===== config.mk =====
export PLATFORM = sky130hd
export DESIGN_NAME = routerOutputPort
export DESIGN_NICKNAME = d
export VERILOG_FILES = /design/src/source/routerPkg.sv /design/src/source/holdTimer.sv /design/src/source/outputArbiter.sv /design/src/source/arbConfig.sv /design/src/source/routerOutputPort.sv
export SDC_FILE = /design/constraint.sdc
export NUM_CORES = 1
export LEC_CHECK = 0
export BUFFER_PORTS_ARGS = -buffer_cell sky130_fd_sc_hd__buf_4
export CAP_MARGIN = 20
export CORE_ASPECT_RATIO = 1.1
export CORE_MARGIN = 2
export CORE_UTILIZATION = 30
export DETAILED_ROUTE_END_ITERATION = 16
export PLACE_DENSITY = 0.58
export SLEW_MARGIN = 20
export SYNTH_ARGS = -nofsm -noshare
export SYNTH_HDL_FRONTEND = slang
export SYNTH_SLANG_ARGS = --single-unit

===== constraint.sdc =====
create_clock -name clk -period 5.7 [get_ports clk]
set_input_delay 1.14 -clock clk [delete_from_list [all_inputs] [get_ports clk]]
set_output_delay 1.14 -clock clk [all_outputs]
set_load 0.005 [all_outputs]

===== src/source/routerPkg.sv =====
package routerPkg;

  // ========================================
  // Ports and flits
  // ========================================

  localparam int NumPorts = 5;         // L, N, E, W, S

  typedef logic [2:0] portIdx_t;       // 0 = Local ... 4 = South

  localparam logic [2:0] FlitHead = 3'd1;

  typedef struct packed {
    logic [2:0]  flitId;               // 1 marks a head flit
    logic [11:0] length;               // Requested hold in flits
    logic [31:0] data;
  } flit_t;

  // ========================================
  // Grant state
  // ========================================

  // One-hot, bit 0 idle, bits 1..5 the granted port
  typedef logic [5:0] grant_t;

  localparam grant_t GrantIdle = 6'b000001;

  // ========================================
  // Wishbone register map
  // ========================================

  localparam logic [3:0] AdrEnable  = 4'd0;  // Port enable mask
  localparam logic [3:0] AdrHoldCap = 4'd1;  // Upper bound on hold
  localparam logic [3:0] AdrStatus  = 4'd2;  // Current grant, read only

endpackage


===== src/source/holdTimer.sv =====
`timescale 1ns/1ps

module holdTimer #(
  parameter int LenWidth = 12
) (
  input  logic                clk,
  input  logic                rst,
  input  logic                headAccept,
  input  logic [LenWidth-1:0] length,
  input  logic [LenWidth-1:0] holdCap,
  input  logic                granted,
  input  logic                accept,
  output logic                expired
);

  logic [LenWidth-1:0] limit;
  logic [LenWidth-1:0] count;
  logic [LenWidth-1:0] limitNext;
  logic [LenWidth-1:0] countNext;

  always_comb
  begin
    limitNext = limit;
    if (headAccept)
    begin
      limitNext = (length < holdCap) ? length : holdCap;  // Capped length
    end
  end

  assign countNext = granted ? count + LenWidth'(accept) : '0;

  // Compared after this cycle's flit, so the Nth accepted flit
  // already turns the grant over on the same edge
  assign expired = (countNext >= limitNext);

  always_ff @(posedge clk)
  begin
    if (rst)
    begin
      limit <= '0;
      count <= '0;
    end
    else
    begin
      limit <= limitNext;
      count <= countNext;
    end
  end

endmodule


===== src/source/outputArbiter.sv =====
`timescale 1ns/1ps

module outputArbiter #(
  parameter int LenWidth = 12
) (
  input  logic                           clk,
  input  logic                           rst,
  input  routerPkg::flit_t               inFlit [routerPkg::NumPorts],
  input  logic [routerPkg::NumPorts-1:0] inValid,
  output logic [routerPkg::NumPorts-1:0] inReady,
  output routerPkg::flit_t               outFlit,
  output logic                           outValid,
  input  logic                           outReady,
  input  logic [routerPkg::NumPorts-1:0] portEnable,
  input  logic [LenWidth-1:0]            holdCap,
  output routerPkg::grant_t              grantState
);

  routerPkg::grant_t              stateNext;
  routerPkg::portIdx_t            curIdx;
  logic [routerPkg::NumPorts-1:0] granted;
  logic [routerPkg::NumPorts-1:0] request;
  logic [routerPkg::NumPorts-1:0] accept;
  logic [routerPkg::NumPorts-1:0] headAccept;
  logic [routerPkg::NumPorts-1:0] expired;

  // ========================================
  // Handshake
  // ========================================

  assign granted = grantState[routerPkg::NumPorts:1];
  assign request = inValid & portEnable;
  assign inReady = granted & {routerPkg::NumPorts{outReady}};
  assign accept  = inValid & inReady;

  genvar p;
  generate
    for (p = 0; p < routerPkg::NumPorts; p++)
    begin : genTimer
      assign headAccept[p] = accept[p] && (inFlit[p].flitId == routerPkg::FlitHead);

      holdTimer #(
        .LenWidth(LenWidth)
      ) i_holdTimer (
        .clk       (clk),
        .rst       (rst),
        .headAccept(headAccept[p]),
        .length    (LenWidth'(inFlit[p].length)),
        .holdCap   (holdCap),
        .granted   (granted[p]),
        .accept    (accept[p]),
        .expired   (expired[p])
      );
    end
  endgenerate

  // ========================================
  // Round-robin state
  // ========================================

  always_comb
  begin
    curIdx = '0;
    for (int k = 0; k < routerPkg::NumPorts; k++)
    begin
      if (granted[k])
      begin
        curIdx = routerPkg::portIdx_t'(k);
      end
    end
  end

  always_comb
  begin
    int idx;
    idx       = 0;
    stateNext = routerPkg::GrantIdle;
    if (grantState[0])
    begin
      // Fixed priority from idle, Local first
      for (int k = routerPkg::NumPorts - 1; k >= 0; k--)
      begin
        if (request[k])
        begin
          stateNext = routerPkg::grant_t'(1 << (k + 1));
        end
      end
    end
    else if (request[curIdx] && !expired[curIdx])
    begin
      stateNext = grantState;                                // Keep holding
    end
    else
    begin
      for (int k = routerPkg::NumPorts - 1; k >= 1; k--)
      begin
        idx = (int'(curIdx) + k) % routerPkg::NumPorts;      // Next in ring wins
        if (request[idx])
        begin
          stateNext = routerPkg::grant_t'(1 << (idx + 1));
        end
      end
    end
  end

  always_ff @(posedge clk)
  begin
    if (rst)
    begin
      grantState <= routerPkg::GrantIdle;
    end
    else
    begin
      grantState <= stateNext;
    end
  end

  // ========================================
  // Flit multiplexer
  // ========================================

  assign outFlit  = inFlit[curIdx];
  assign outValid = |(inValid & granted);

  assert property (@(posedge clk) disable iff (rst) $onehot(grantState))
    else $error("grantState not one-hot: %b", grantState);

  assert property (@(posedge clk) disable iff (rst) grantState[0] |-> !outValid)
    else $error("outValid high while the arbiter is idle");

endmodule


===== src/source/arbConfig.sv =====
`timescale 1ns/1ps

module arbConfig #(
  parameter int LenWidth = 12
) (
  input  logic                           clk,
  input  logic                           rst,
  input  logic                           wbCyc,
  input  logic                           wbStb,
  input  logic                           wbWe,
  input  logic [3:0]                     wbAdr,
  input  logic [31:0]                    wbDatW,
  output logic [31:0]                    wbDatR,
  output logic                           wbAck,
  input  routerPkg::grant_t              grantState,
  output logic [routerPkg::NumPorts-1:0] portEnable,
  output logic [LenWidth-1:0]            holdCap
);

  logic request;
  logic writeStrobe;

  // One transfer per ack, the cycle after ack is always idle
  assign request     = wbCyc && wbStb && !wbAck;
  assign writeStrobe = request && wbWe;

  // ========================================
  // Registers
  // ========================================

  always_ff @(posedge clk)
  begin
    if (rst)
    begin
      wbAck      <= 1'b0;
      portEnable <= '1;                 // All ports on
      holdCap    <= '1;                 // No cap below the flit length
    end
    else
    begin
      wbAck <= request;
      if (writeStrobe)
      begin
        case (wbAdr)
          routerPkg::AdrEnable:
          begin
            portEnable <= wbDatW[routerPkg::NumPorts-1:0];
          end
          routerPkg::AdrHoldCap:
          begin
            holdCap <= LenWidth'(wbDatW);
          end
          default:
          begin
            portEnable <= portEnable;   // Status and holes ignore writes
          end
        endcase
      end
    end
  end

  // ========================================
  // Read decode
  // ========================================

  always_comb
  begin
    case (wbAdr)
      routerPkg::AdrEnable:  wbDatR = 32'(portEnable);
      routerPkg::AdrHoldCap: wbDatR = 32'(holdCap);
      routerPkg::AdrStatus:  wbDatR = 32'(grantState);
      default:               wbDatR = '0;
    endcase
  end

  assert property (@(posedge clk) disable iff (rst) wbAck |-> $past(wbCyc && wbStb))
    else $error("wbAck without cyc and stb on the previous cycle");

endmodule


===== src/source/routerOutputPort.sv =====
`timescale 1ns/1ps

module routerOutputPort #(
  parameter int LenWidth = 12
) (
  input  logic                           clk,
  input  logic                           rst,
  input  routerPkg::flit_t               inFlit [routerPkg::NumPorts],
  input  logic [routerPkg::NumPorts-1:0] inValid,
  output logic [routerPkg::NumPorts-1:0] inReady,
  output routerPkg::flit_t               outFlit,
  output logic                           outValid,
  input  logic                           outReady,
  input  logic                           wbCyc,
  input  logic                           wbStb,
  input  logic                           wbWe,
  input  logic [3:0]                     wbAdr,
  input  logic [31:0]                    wbDatW,
  output logic [31:0]                    wbDatR,
  output logic                           wbAck
);

  logic [routerPkg::NumPorts-1:0] portEnable;
  logic [LenWidth-1:0]            holdCap;
  routerPkg::grant_t              grantState;   // Back to config for status

  outputArbiter #(
    .LenWidth(LenWidth)
  ) i_outputArbiter (
    .clk       (clk),
    .rst       (rst),
    .inFlit    (inFlit),
    .inValid   (inValid),
    .inReady   (inReady),
    .outFlit   (outFlit),
    .outValid  (outValid),
    .outReady  (outReady),
    .portEnable(portEnable),
    .holdCap   (holdCap),
    .grantState(grantState)
  );

  arbConfig #(
    .LenWidth(LenWidth)
  ) i_arbConfig (
    .clk       (clk),
    .rst       (rst),
    .wbCyc     (wbCyc),
    .wbStb     (wbStb),
    .wbWe      (wbWe),
    .wbAdr     (wbAdr),
    .wbDatW    (wbDatW),
    .wbDatR    (wbDatR),
    .wbAck     (wbAck),
    .grantState(grantState),
    .portEnable(portEnable),
    .holdCap   (holdCap)
  );

endmodule


Yosys cells after proc, flatten, opt, wreduce, memory -nomap -nowiden
Index checks and enable logic that the tools add are counted.

operators by class
  div/mod/pow operators = 4
  mux-type cells = 50
  reductions and logical operators = 15
  bitwise operators = 5
  add/sub/neg operators = 13
  eq/ne operators = 8
  shift operators = 4
  $lt $le $gt $ge = 16

operators by type and width
  operator                 count
  $mux W12                 15
  $bmux W47 S3             1
  $add A32 B2 Y32 const B  4
  $lt A32 B5 Y1 const B    4
  $mod A32 B4 Y32 const B  4
  $shl A1 B32 Y6 const A   4
  $mux W47                 2
  $mux W6                  11
  $add A12 B1 Y12          5
  $ge A12 B12 Y1           5
  $lt A12 B12 Y1           5
  $pmux W12 S3             1
  $and A5 B5 Y5            4
  $bmux W1 S3              6
  $eq A3 B1 Y1 const B     5
  $mux W1                  11
  $logic_and A1 B1 Y1      9
  $add A3 B2 Y4 const B    2
  $reduce_or A5 Y1         1
  $add A3 B1 Y4 const B    1
  $add A3 B3 Y4 const B    1
  $eq A4 B1 Y1 const B     1
  $eq A4 B2 Y1 const B     1
  $ge A4 B4 Y1 const B     1
  8 further kinds          11

storage, ports and cells
  register bits after elaboration = 144
  output and inout bits = 86
  word-level logic and storage cells = 130
  input port bits = 282

Longest topological paths before layout
Gate-level depths: netlist of the first run.

  word-level depth = 15
  mapped depth = 19
  gate-level depth less buffers = 18

Hierarchy
Synthesis of the first run repeated with hierarchy kept, for this count alone.

second synthesis, totals
  cell total of the unflattened synthesis = 1,798
  area, all modules = 13,666.9 µm²

by module, submodules not included
  module         cells each  seq. area each (µm²)  area an instance (µm²)  times used
  holdTimer      223         480.5                 1,856.8                 5
  outputArbiter  557         120.1                 3,281.9                 1
  arbConfig      126         360.3                 1,101.1                 1

Least setup slack after synthesis of the first run
No wires, ideal clock.

  path kind = in2reg
  from = in inFlit[80] (netlist bit)
  to = reg i_outputArbiter.grantState[2]
  path buffers = 1
  stages = 18
  required time = 5,626 ps
  setup slack = 1,126 ps
  arrival time = 4,500 ps
  library setup time = 74 ps
  cells stage by stage = ha_1 a21o_1 a21o_1 a21oi_1 o311ai_1 o21ai_1 buf_4 mux2i_1 a21o_1 ha_1 a211oi_1 nor2_1 a2111oi_4 o21ai_2 a31oi_4 nand3_4 or3b_1 a31oi_1

between the ends
  word-level cells in the longest chain between the ends = 9

ends and longest elaborated chain
  what                             line                   RTL
  start: declaration               routerOutputPort.sv:8  input routerPkg::flit_t inFlit [routerPkg::NumPorts],
  $lt A12 B12 Y1                   holdTimer.sv:26        limitNext = (length < holdCap) ? length : holdCap;
  $mux W12 *                       holdTimer.sv:26
  $mux W12 *                       holdTimer.sv:24        if (headAccept)
  $ge A12 B12 Y1 *                 holdTimer.sv:34        assign expired = (countNext >= limitNext);
  $bmux W1 S3 *                    outputArbiter.sv:89    else if (request[curIdx] && !expired[curIdx])
  $mux W1 (implied by the code) *  outputArbiter.sv:89
  $logic_not A1 Y1 *               outputArbiter.sv:89
  $logic_and A1 B1 Y1 *            outputArbiter.sv:89
  $ne A2 B1 Y1 (no source line) *  --
  end signal: assignment           outputArbiter.sv:110   grantState <= routerPkg::GrantIdle;
  end signal: assignment           outputArbiter.sv:114   grantState <= stateNext;
  end: declaration                 outputArbiter.sv:16    output routerPkg::grant_t grantState

Mark *: on every way between the ends. The rest lies on a longest branch, timed or not. The select of a mux whose other input is x is not followed.
A chain may end at the register's enable or synchronous reset.

Worst setup path after layout of the first run
  from = in inFlit[127] (netlist bit)
  to = reg i_outputArbiter.grantState[5]

between the ends
  word-level cells in the longest chain between the ends = 9

ends and longest elaborated chain
  what                                                            line                 RTL
  $lt A12 B12 Y1                                                  holdTimer.sv:26
  $mux W12                                                        holdTimer.sv:26
  $mux W12                                                        holdTimer.sv:24
  named net i_outputArbiter.genTimer[2].i_holdTimer.limitNext[0]  holdTimer.sv:18      logic [LenWidth-1:0] limitNext;
  $ge A12 B12 Y1                                                  holdTimer.sv:34
  $bmux W1 S3                                                     outputArbiter.sv:89
  $mux W1 (implied by the code)                                   outputArbiter.sv:89
  $logic_not A1 Y1                                                outputArbiter.sv:89
  $logic_and A1 B1 Y1                                             outputArbiter.sv:89
  $ne A2 B1 Y1 (no source line)                                   --

The timed path passes the listed nets, and every way through them passes these cells. The select of a mux whose other input is x is not followed.

==> results.json, run 1 <==
{
  "relSlewSlack": 0.315,
  "net_switching_power_of_the_design_mw": 2.80,
  "power_frac_clock": 0.200,
  "cell_internal_pwr_mw": 3.27,
  "synth_top_cells_by_area": "sky130_fd_sc_hd__dfxtp_1 (23%), sky130_fd_sc_hd__ha_1 (13%), sky130_fd_sc_hd__a21oi_1 (7.5%)",
  "wire_length_of_the_first_global_routing_pass_mm": 75.5,
  "cts.sinks": 144,
  "cts.clk_slew.worst_paths_ns": 0.07,
  "numCtsBuffers": 17,
  "post_synth_num_cell_types": 68,
  "synthesis.instances": 1696,
  "synth.largest_area_cell": "sky130_fd_sc_hd__dfxtp_1",
  "finalInstanceArea_mm2": 0.0161,
  "die_y_um": 219,
  "clockBufferDepth": 2,
  "max_cap_viol_count": 0,
  "timing.final.setup_violations": 0,
  "post_dp_cell_area_mm2": 0.0155,
  "setup_tns_ns": 0,
  "final_period_minus_worst_setup_slack_ns": 4.90,
  "synth.avg_cell_area_um2": 7.42,
  "maximum_number_of_pins_on_one_net_before_global_route_repair": 105,
  "worst-slew-pin-transition_ns": 1.03,
  "leakagePower_nw": 7.34,
  "via_per_inst": 5.24,
  "die_area_mm2": 0.0436,
  "clock_tree_from_tritoncts": "done",
  "dominantRegCellSynth": "sky130_fd_sc_hd__dfxtp_1",
  "pwr-share-comb": 0.607,
  "grt.total_usage": 0.233,
  "port_buffers": 327,
  "ordered_list_of_cells_on_the_worst_path": "buf_4, ha_1, a21o_1, a21o_1, a21oi_1, o311ai_1, o21ai_1, buf_4, mux2i_1, a21oi_1, ha_1, nor3b_1, o21ai_0, a21oi_1, o211ai_1, a31oi_4, nand3_4, or3b_1, a31oi_1",
  "detail_route.drc_violations": 0,
  "timing.critical_path.to_type": "register",
  "cts_hold_buffers": 0,
  "drtIter0Drc": 846,
  "area_growth_pct": 27.8,
  "mostFrequentLayoutCell": "sky130_fd_sc_hd__buf_4",
  "cts_root_buffer": "sky130_fd_sc_hd__clkbuf_16",
  "fp-row-count": 78,
  "dpl.cell_count": 2502,
  "fp.dieW_um": 199,
  "yosysWarningCount": 0,
  "finClkSkew_ns": 0.00960,
  "postSynthRegisterBits": 144,
  "critPathKind": "in -> reg",
  "report.final.slew_viol_count": 0,
  "ioPinCount": 368,
  "insertion_delay_ns": 0.43,
  "first_global_vias": 12700,
  "syn-cell-area_mm2": 0.0126,
  "design.final.nets": 2372,
  "class_of_the_most_critical_hold_timing_path": "reg -> reg",
  "routed_wire_length_per_instance_um": 20.5,
  "final.period_utilization": 0.859,
  "wirelength_routed_mm": 51.9,
  "ir_worst_vdd_v": 0.000326,
  "max_freq_mhz": 204,
  "initial_core_util": 0.305,
  "layout.cells.non_filler": 2536,
  "worst-path-max-fanout": 12,
  "drt_pre_antenna_iters": 5,
  "global_route.overflow_total": 0,
  "critPathRequiredTime_ns": 6.05,
  "antenna_found_initial": 5,
  "ant_nets": 0,
  "design_power_total_mw": 6.07,
  "place.gp.congestion": 0.937,
  "max_stage_delay_ns": 0.38,
  "detailroute.via_count": 13300,
  "hpwlAfterDp_mm": 41.2,
  "sw_frac_of_total": 0.461,
  "postSynth.asyncResetShare": 0,
  "rrSetupSlack_ns": 1.06,
  "status": "completed",
  "synth.yosys.seq_area_share": 0.229,
  "start_kind": "input pin",
  "cts_resized": 0,
  "coreArea_mm2": 0.0413,
  "layout_common_cells": "sky130_fd_sc_hd__buf_4 (359), sky130_fd_sc_hd__nor2_1 (192), sky130_fd_sc_hd__nand2_1 (192)",
  "synth.top_cell.area_share": 0.229,
  "layout-drive-gt1-share": 0.206,
  "post_cts.repair.setup_buffers": 0,
  "ctsHtreeMaxLevel": 4,
  "grt_setup_unrepaired": "false",
  "hold_violations": 0,
  "critical-path-slowest-cell": "sky130_fd_sc_hd__or3b_1",
  "seqPwrFrac": 0.193,
  "critical_path.most_common_cell": "sky130_fd_sc_hd__a21oi_1",
  "power.density_mw_per_mm2": 377,
  "worst_ep_arrival_time_ns": 5.25,
  "synth_edf_count": 0
}
cell families (layout without fill, tap and decap cells):
logic type	count (synthesis)	in the layout	share of synthesized area
AO/OA/AOI/OAI	510	510	0.258
XOR/XNOR	48	48	0.0334
adder cells (fa/ha/maj)	129	129	0.128
buffers and inverters	157	416	0.0562
flip-flops	144	144	0.229
multiplexers	73	73	0.0580
other	1	22	0.000298
AND/OR/NAND/NOR	634	634	0.237
flip-flops by register name, indices dropped and copies added, names as in the netlist:
signal and count:
i_outputArbiter.genTimer.i_holdTimer.count 60, i_outputArbiter.genTimer.i_holdTimer.limit 60, i_arbConfig.holdCap 12, i_outputArbiter.grantState 6, i_arbConfig.portEnable 5, i_arbConfig.wbAck 1
cells in the mapped netlist, types with 23 or more instances:
library cell and count:
sky130_fd_sc_hd__nand3_1 36, sky130_fd_sc_hd__clkbuf_1 75, sky130_fd_sc_hd__nor2_1 192, sky130_fd_sc_hd__o21ai_0 77, sky130_fd_sc_hd__a21o_1 75, sky130_fd_sc_hd__mux2i_1 73
sky130_fd_sc_hd__and2_1 24, sky130_fd_sc_hd__inv_1 24, sky130_fd_sc_hd__dfxtp_1 144, sky130_fd_sc_hd__buf_4 23, sky130_fd_sc_hd__a211oi_1 69, sky130_fd_sc_hd__nand2_1 192
sky130_fd_sc_hd__nor2b_1 86, sky130_fd_sc_hd__xor2_1 31, sky130_fd_sc_hd__ha_1 129, sky130_fd_sc_hd__a21oi_1 189
worst max-delay path, delay by kind of cell:
family,cells,cell delay [ns]
compound gates,11,2.13
simple gates,3,0.69
mux,1,0.27
buf+inv,2,0.39
fa+ha+maj,2,0.61
area by class of cell:
class,count,area (um2)
Clock buffer,19,443
Tap cell,560,701
Inverter,25,93.8
Fill cell,4370,25200
Timing Repair Buffer,359,2700
Antenna cell,2,5.00
Sequential cell,144,2890
Multi-Input combinational cell,1414,9080
Clock inverter,13,184
metal layers:
layer,global-route usage,vias up,wire [um]
li1,-,6573,-
met1,0.272,6094,20800
met2,0.403,529,24900
met3,0.0513,98,3830
met4,0.109,6,2370
met5,0,-,36
final timing paths:
check | startpoint | to | cells past startpoint
min reg2reg | i_arbConfig.wbAck$_SDFF_PP0_ | i_arbConfig.wbAck$_SDFF_PP0_ | 1
min | i_arbConfig.wbAck$_SDFF_PP0_ | i_arbConfig.wbAck$_SDFF_PP0_ | 1
max reg2reg | i_arbConfig.holdCap[1]$_SDFFE_PP1P_ | i_outputArbiter.grantState[5]$_SDFFE_PP0P_ | 19
max | inFlit[127] | i_outputArbiter.grantState[5]$_SDFFE_PP0P_ | 19
metrics by stage:
step / util / hold WS, ns / setup WS, ns
2_1_floorplan: - / 0.445 / 1.13
3_3_place_gp: 0.374 / 0.441 / 0.522
3_5_place_dp: 0.374 / 0.444 / 0.469
4_1_cts: 0.390 / 0.454 / 0.712
5_1_grt: 0.390 / 0.486 / 0.596
6_report: 0.390 / 0.454 / 0.804
power groups by stage:
stage | sequential (mW) | clock [mW] | combinational, mW
3_3_place_gp | 1.19 | 0 | 3.72
4_1_cts | 1.17 | 1.23 | 3.72
3_5_place_dp | 1.19 | 0 | 3.71
2_1_floorplan | 1.07 | 0 | 2.20
5_1_grt | 1.18 | 1.28 | 4.03
6_report | 1.17 | 1.21 | 3.69
Power figures use the tool's default switching activity.
==> run 2, diff against run 1 <==
--- a/config.mk
+++ b/config.mk
@@ -5,7 +5,8 @@
 export SDC_FILE = /design/constraint.sdc
 export NUM_CORES = 1
 export LEC_CHECK = 0
-export BUFFER_PORTS_ARGS = -buffer_cell sky130_fd_sc_hd__buf_4
+export ABC_AREA = 1
+export BUFFER_PORTS_ARGS = -buffer_cell sky130_fd_sc_hd__buf_2
 export CAP_MARGIN = 20
 export CORE_ASPECT_RATIO = 1.1
 export CORE_MARGIN = 2
==> run 2 against run 1 <==
Compared with the run above:
- global-route usage rose by 1.9 points
- register-to-register slack got worse by 0.07 ns
- routed wire length rose by 6.1%
- via count rose by 7.0%
- area after synthesis fell by 2.9%
- worst hold slack got worse by 0.018 ns
- critical path depth fell by 11
- first-iteration DRC count rose by 8.9%
- core utilization fell by 2.0 points
- critical path type is now reg -> out
- critical endpoint is now outFlit[0]
==> results.json, run 2 <==
{
  "critical_path_buf_inv_count": 4,
  "mostFrequentLayoutCell": "sky130_fd_sc_hd__nand2_1",
  "post_synth_num_cell_types": 57,
  "wire_length_of_the_first_global_routing_pass_mm": 79.5,
  "cts_hold_buffers": 0,
  "setup_tns_ns": 0,
  "first_global_vias": 13300,
  "dominantRegCellSynth": "sky130_fd_sc_hd__dfxtp_1",
  "ant_nets": 0,
  "min_path_cells": 1,
  "cts_resized": 0,
  "worst-slew-pin-transition_ns": 1.06,
  "r2r_cells": 27,
  "yosys.area_share.simple": 0.308,
  "ordered_list_of_cells_on_the_worst_path": "inv_2, nand2_4, nand3_1, inv_2, buf_4, a221oi_1, o21ai_0, buf_2",
  "library_cell_with_the_highest_instance_count_after_synthesis": "sky130_fd_sc_hd__nand2_1",
  "design_power_total_mw": 5.72,
  "critical-path-top-delay-family": "buffers and inverters",
  "synth_top_cells_by_count": "sky130_fd_sc_hd__nand2_1 (382), sky130_fd_sc_hd__nor2_1 (265), sky130_fd_sc_hd__inv_1 (216), sky130_fd_sc_hd__o21ai_0 (192), sky130_fd_sc_hd__dfxtp_1 (144)",
  "class_of_the_most_critical_hold_timing_path": "reg -> reg",
  "synth_adder_area_share": 0.132,
  "critical_path.most_common_cell": "sky130_fd_sc_hd__inv_2",
  "synth.area.mux_share": 0,
  "coreArea_mm2": 0.0402,
  "power.density_mw_per_mm2": 385,
  "timing.final.setup_violations": 0,
  "die_area_mm2": 0.0424,
  "drtIter0Drc": 921,
  "ir_worst_vdd_v": 0.000189,
  "synth.avg_cell_area_um2": 6.37,
  "detail_route.drc_violations": 0,
  "max_stage_delay_ns": 0.79,
  "seqPwrFrac": 0.185,
  "fp.dieW_um": 196,
  "sw_frac_of_total": 0.511,
  "cp_num_cells": 8,
  "leakagePower_nw": 7.23,
  "power_frac_clock": 0.194,
  "cts_root_buffer": "sky130_fd_sc_hd__clkbuf_16",
  "port_buffers": 327,
  "postSynth.asyncResetShare": 0,
  "synth.largest_area_cell": "sky130_fd_sc_hd__dfxtp_1",
  "worst_ep_arrival_time_ns": 4.00,
  "synth_top_cells_by_area": "sky130_fd_sc_hd__dfxtp_1 (24%), sky130_fd_sc_hd__ha_1 (13%), sky130_fd_sc_hd__nand2_1 (12%)",
  "critPathRequiredTime_ns": 4.56,
  "syn-cell-area_mm2": 0.0122,
  "ioPinCount": 368,
  "hpwlAfterDp_mm": 44.4,
  "via_per_inst": 5.20,
  "detailroute.via_count": 14200,
  "largest_registers": "i_outputArbiter.genTimer.i_holdTimer.count (60), i_outputArbiter.genTimer.i_holdTimer.limit (60), i_arbConfig.holdCap (12)",
  "xor_xnor_share_of_the_synthesized_area": 0.00440,
  "drt_pre_antenna_iters": 6,
  "ctsHtreeMaxLevel": 4,
  "die_y_um": 216,
  "final.period_utilization": 0.903,
  "pwr-share-comb": 0.622,
  "critical-path-slowest-cell": "sky130_fd_sc_hd__dfxtp_1",
  "synth.top_cell.area_share": 0.236,
  "worst-path-max-fanout": 31,
  "yosysWarningCount": 0,
  "max_cap_viol_count": 0,
  "initial_core_util": 0.304,
  "max_freq_mhz": 194,
  "wirelength_routed_mm": 55.0,
  "critPathKind": "reg -> out",
  "synth.yosys.seq_area_share": 0.236,
  "synthesis.instances": 1918,
  "antenna_found_initial": 6,
  "finClkSkew_ns": 0.0142,
  "grt.total_usage": 0.251,
  "relSlewSlack": 0.285,
  "clockBufferDepth": 2,
  "numCtsBuffers": 17,
  "hold_violations": 0,
  "cts.sinks": 144,
  "grt_setup_unrepaired": "false",
  "timing.critical_path.to_type": "primary output",
  "final_period_minus_worst_setup_slack_ns": 5.14,
  "net_switching_power_of_the_design_mw": 2.92,
  "routed_wire_length_per_instance_um": 20.1,
  "cts.clk_slew.worst_paths_ns": 0.06,
  "postSynthRegisterBits": 144,
  "final.fill_count": 4401,
  "start_kind": "register",
  "fp-row-count": 77,
  "area_growth_pct": 21.5,
  "report.final.slew_viol_count": 0,
  "synth_compound_gate_area_share": 0.205,
  "status": "completed",
  "layout_common_cells": "sky130_fd_sc_hd__nand2_1 (382), sky130_fd_sc_hd__buf_2 (326), sky130_fd_sc_hd__nor2_1 (265)",
  "synth_edf_count": 0,
  "design.final.nets": 2621,
  "place.gp.congestion": 0.926,
  "main_combinational_cell_family_by_area_after_synthesis": "simple AND/OR/NAND/NOR gates",
  "layout-drive-gt1-share": 0.193,
  "post_cts.repair.setup_buffers": 0,
  "clock_tree_from_tritoncts": "done",
  "insertion_delay_ns": 0.44,
  "cell_internal_pwr_mw": 2.80,
  "global_route.overflow_total": 0,
  "maximum_number_of_pins_on_one_net_before_global_route_repair": 86
}
## run 2: logic make-up after synthesis
group | count (synthesis)
buffers and inverters | 333
AOI/OAI and AO/OA | 438
and+or+nand+nor | 869
adders and majority gates | 129
other | 1
DFF | 144
xor gates and xnor gates | 4
## run 2: metal layers
metal  wire, um  vias to the layer above  GRT usage  part of all wire
met4       2300                        6      0.108             0.042
met3       5050                      105     0.0631             0.092
met5         31                        -          0           0.00056
li1           -                     7016          -                 -
met1      22800                     6499      0.309              0.42
met2      24800                      610      0.416              0.45
## run 2: worst paths after layout
| kind | from | end | slack [ns] |
|---|---|---|---|
| worst max-delay path | i_outputArbiter.grantState[4]$_SDFFE_PP0P_ | outFlit[0] | 0.56 |
| worst min-delay path | i_arbConfig.wbAck$_SDFF_PP0_ | i_arbConfig.wbAck$_SDFF_PP0_ | 0.44 |
| worst max register to register | i_arbConfig.holdCap[7]$_SDFFE_PP1P_ | i_outputArbiter.grantState[4]$_SDFFE_PP0P_ | 0.99 |
| worst min register to register | i_arbConfig.wbAck$_SDFF_PP0_ | i_arbConfig.wbAck$_SDFF_PP0_ | 0.44 |
## run 2: metrics by stage
step | instance area (um2) | util | hold slack (ns) | instances | setup WS, ns
global placement | 14300 | 0.356 | 0.424 | 2704 | 0.684
finish | 14900 | 0.370 | 0.435 | 2738 | 0.555
global route | 14900 | 0.370 | 0.456 | 2736 | 0.418
CTS | 14900 | 0.370 | 0.438 | 2736 | 0.619
floorplan | 12300 | - | 0.436 | 1937 | 1.73
detailed placement | 14300 | 0.356 | 0.429 | 2704 | 0.684
## run 2: worst register-to-register path, delay by kind of cell, from the launching register on
family	cells	cell delay, ns
adders and majority gates	2	0.76
buffers and inverters	5	0.94
DFF	1	0.60
and+or+nand+nor	15	1.64
AOI/OAI and AO/OA	5	0.66
## run 2: final cells by class
cell class / instances / area [um2] / share of cell area
clock inverters: 12 / 109 / 0.00733
well taps: 513 / 642 / 0.0432
clock buffers: 20 / 458 / 0.0308
inverters: 229 / 875 / 0.0589
multi-input cells: 1460 / 8010 / 0.539
flip-flops and latches: 144 / 2890 / 0.194
repair buffers: 358 / 1870 / 0.126
diodes: 2 / 5.00 / 0.000337
## run 2: power groups by stage
stage                     Combinational [mW]  Clock [mW]  Sequential (mW)
after floorplan                         2.03           0             1.06
after global placement                  3.49           0             1.08
after detailed placement                3.51           0             1.08
after CTS                               3.53        1.12             1.06
after global routing                    3.88        1.16             1.06
final                                   3.55        1.11             1.06
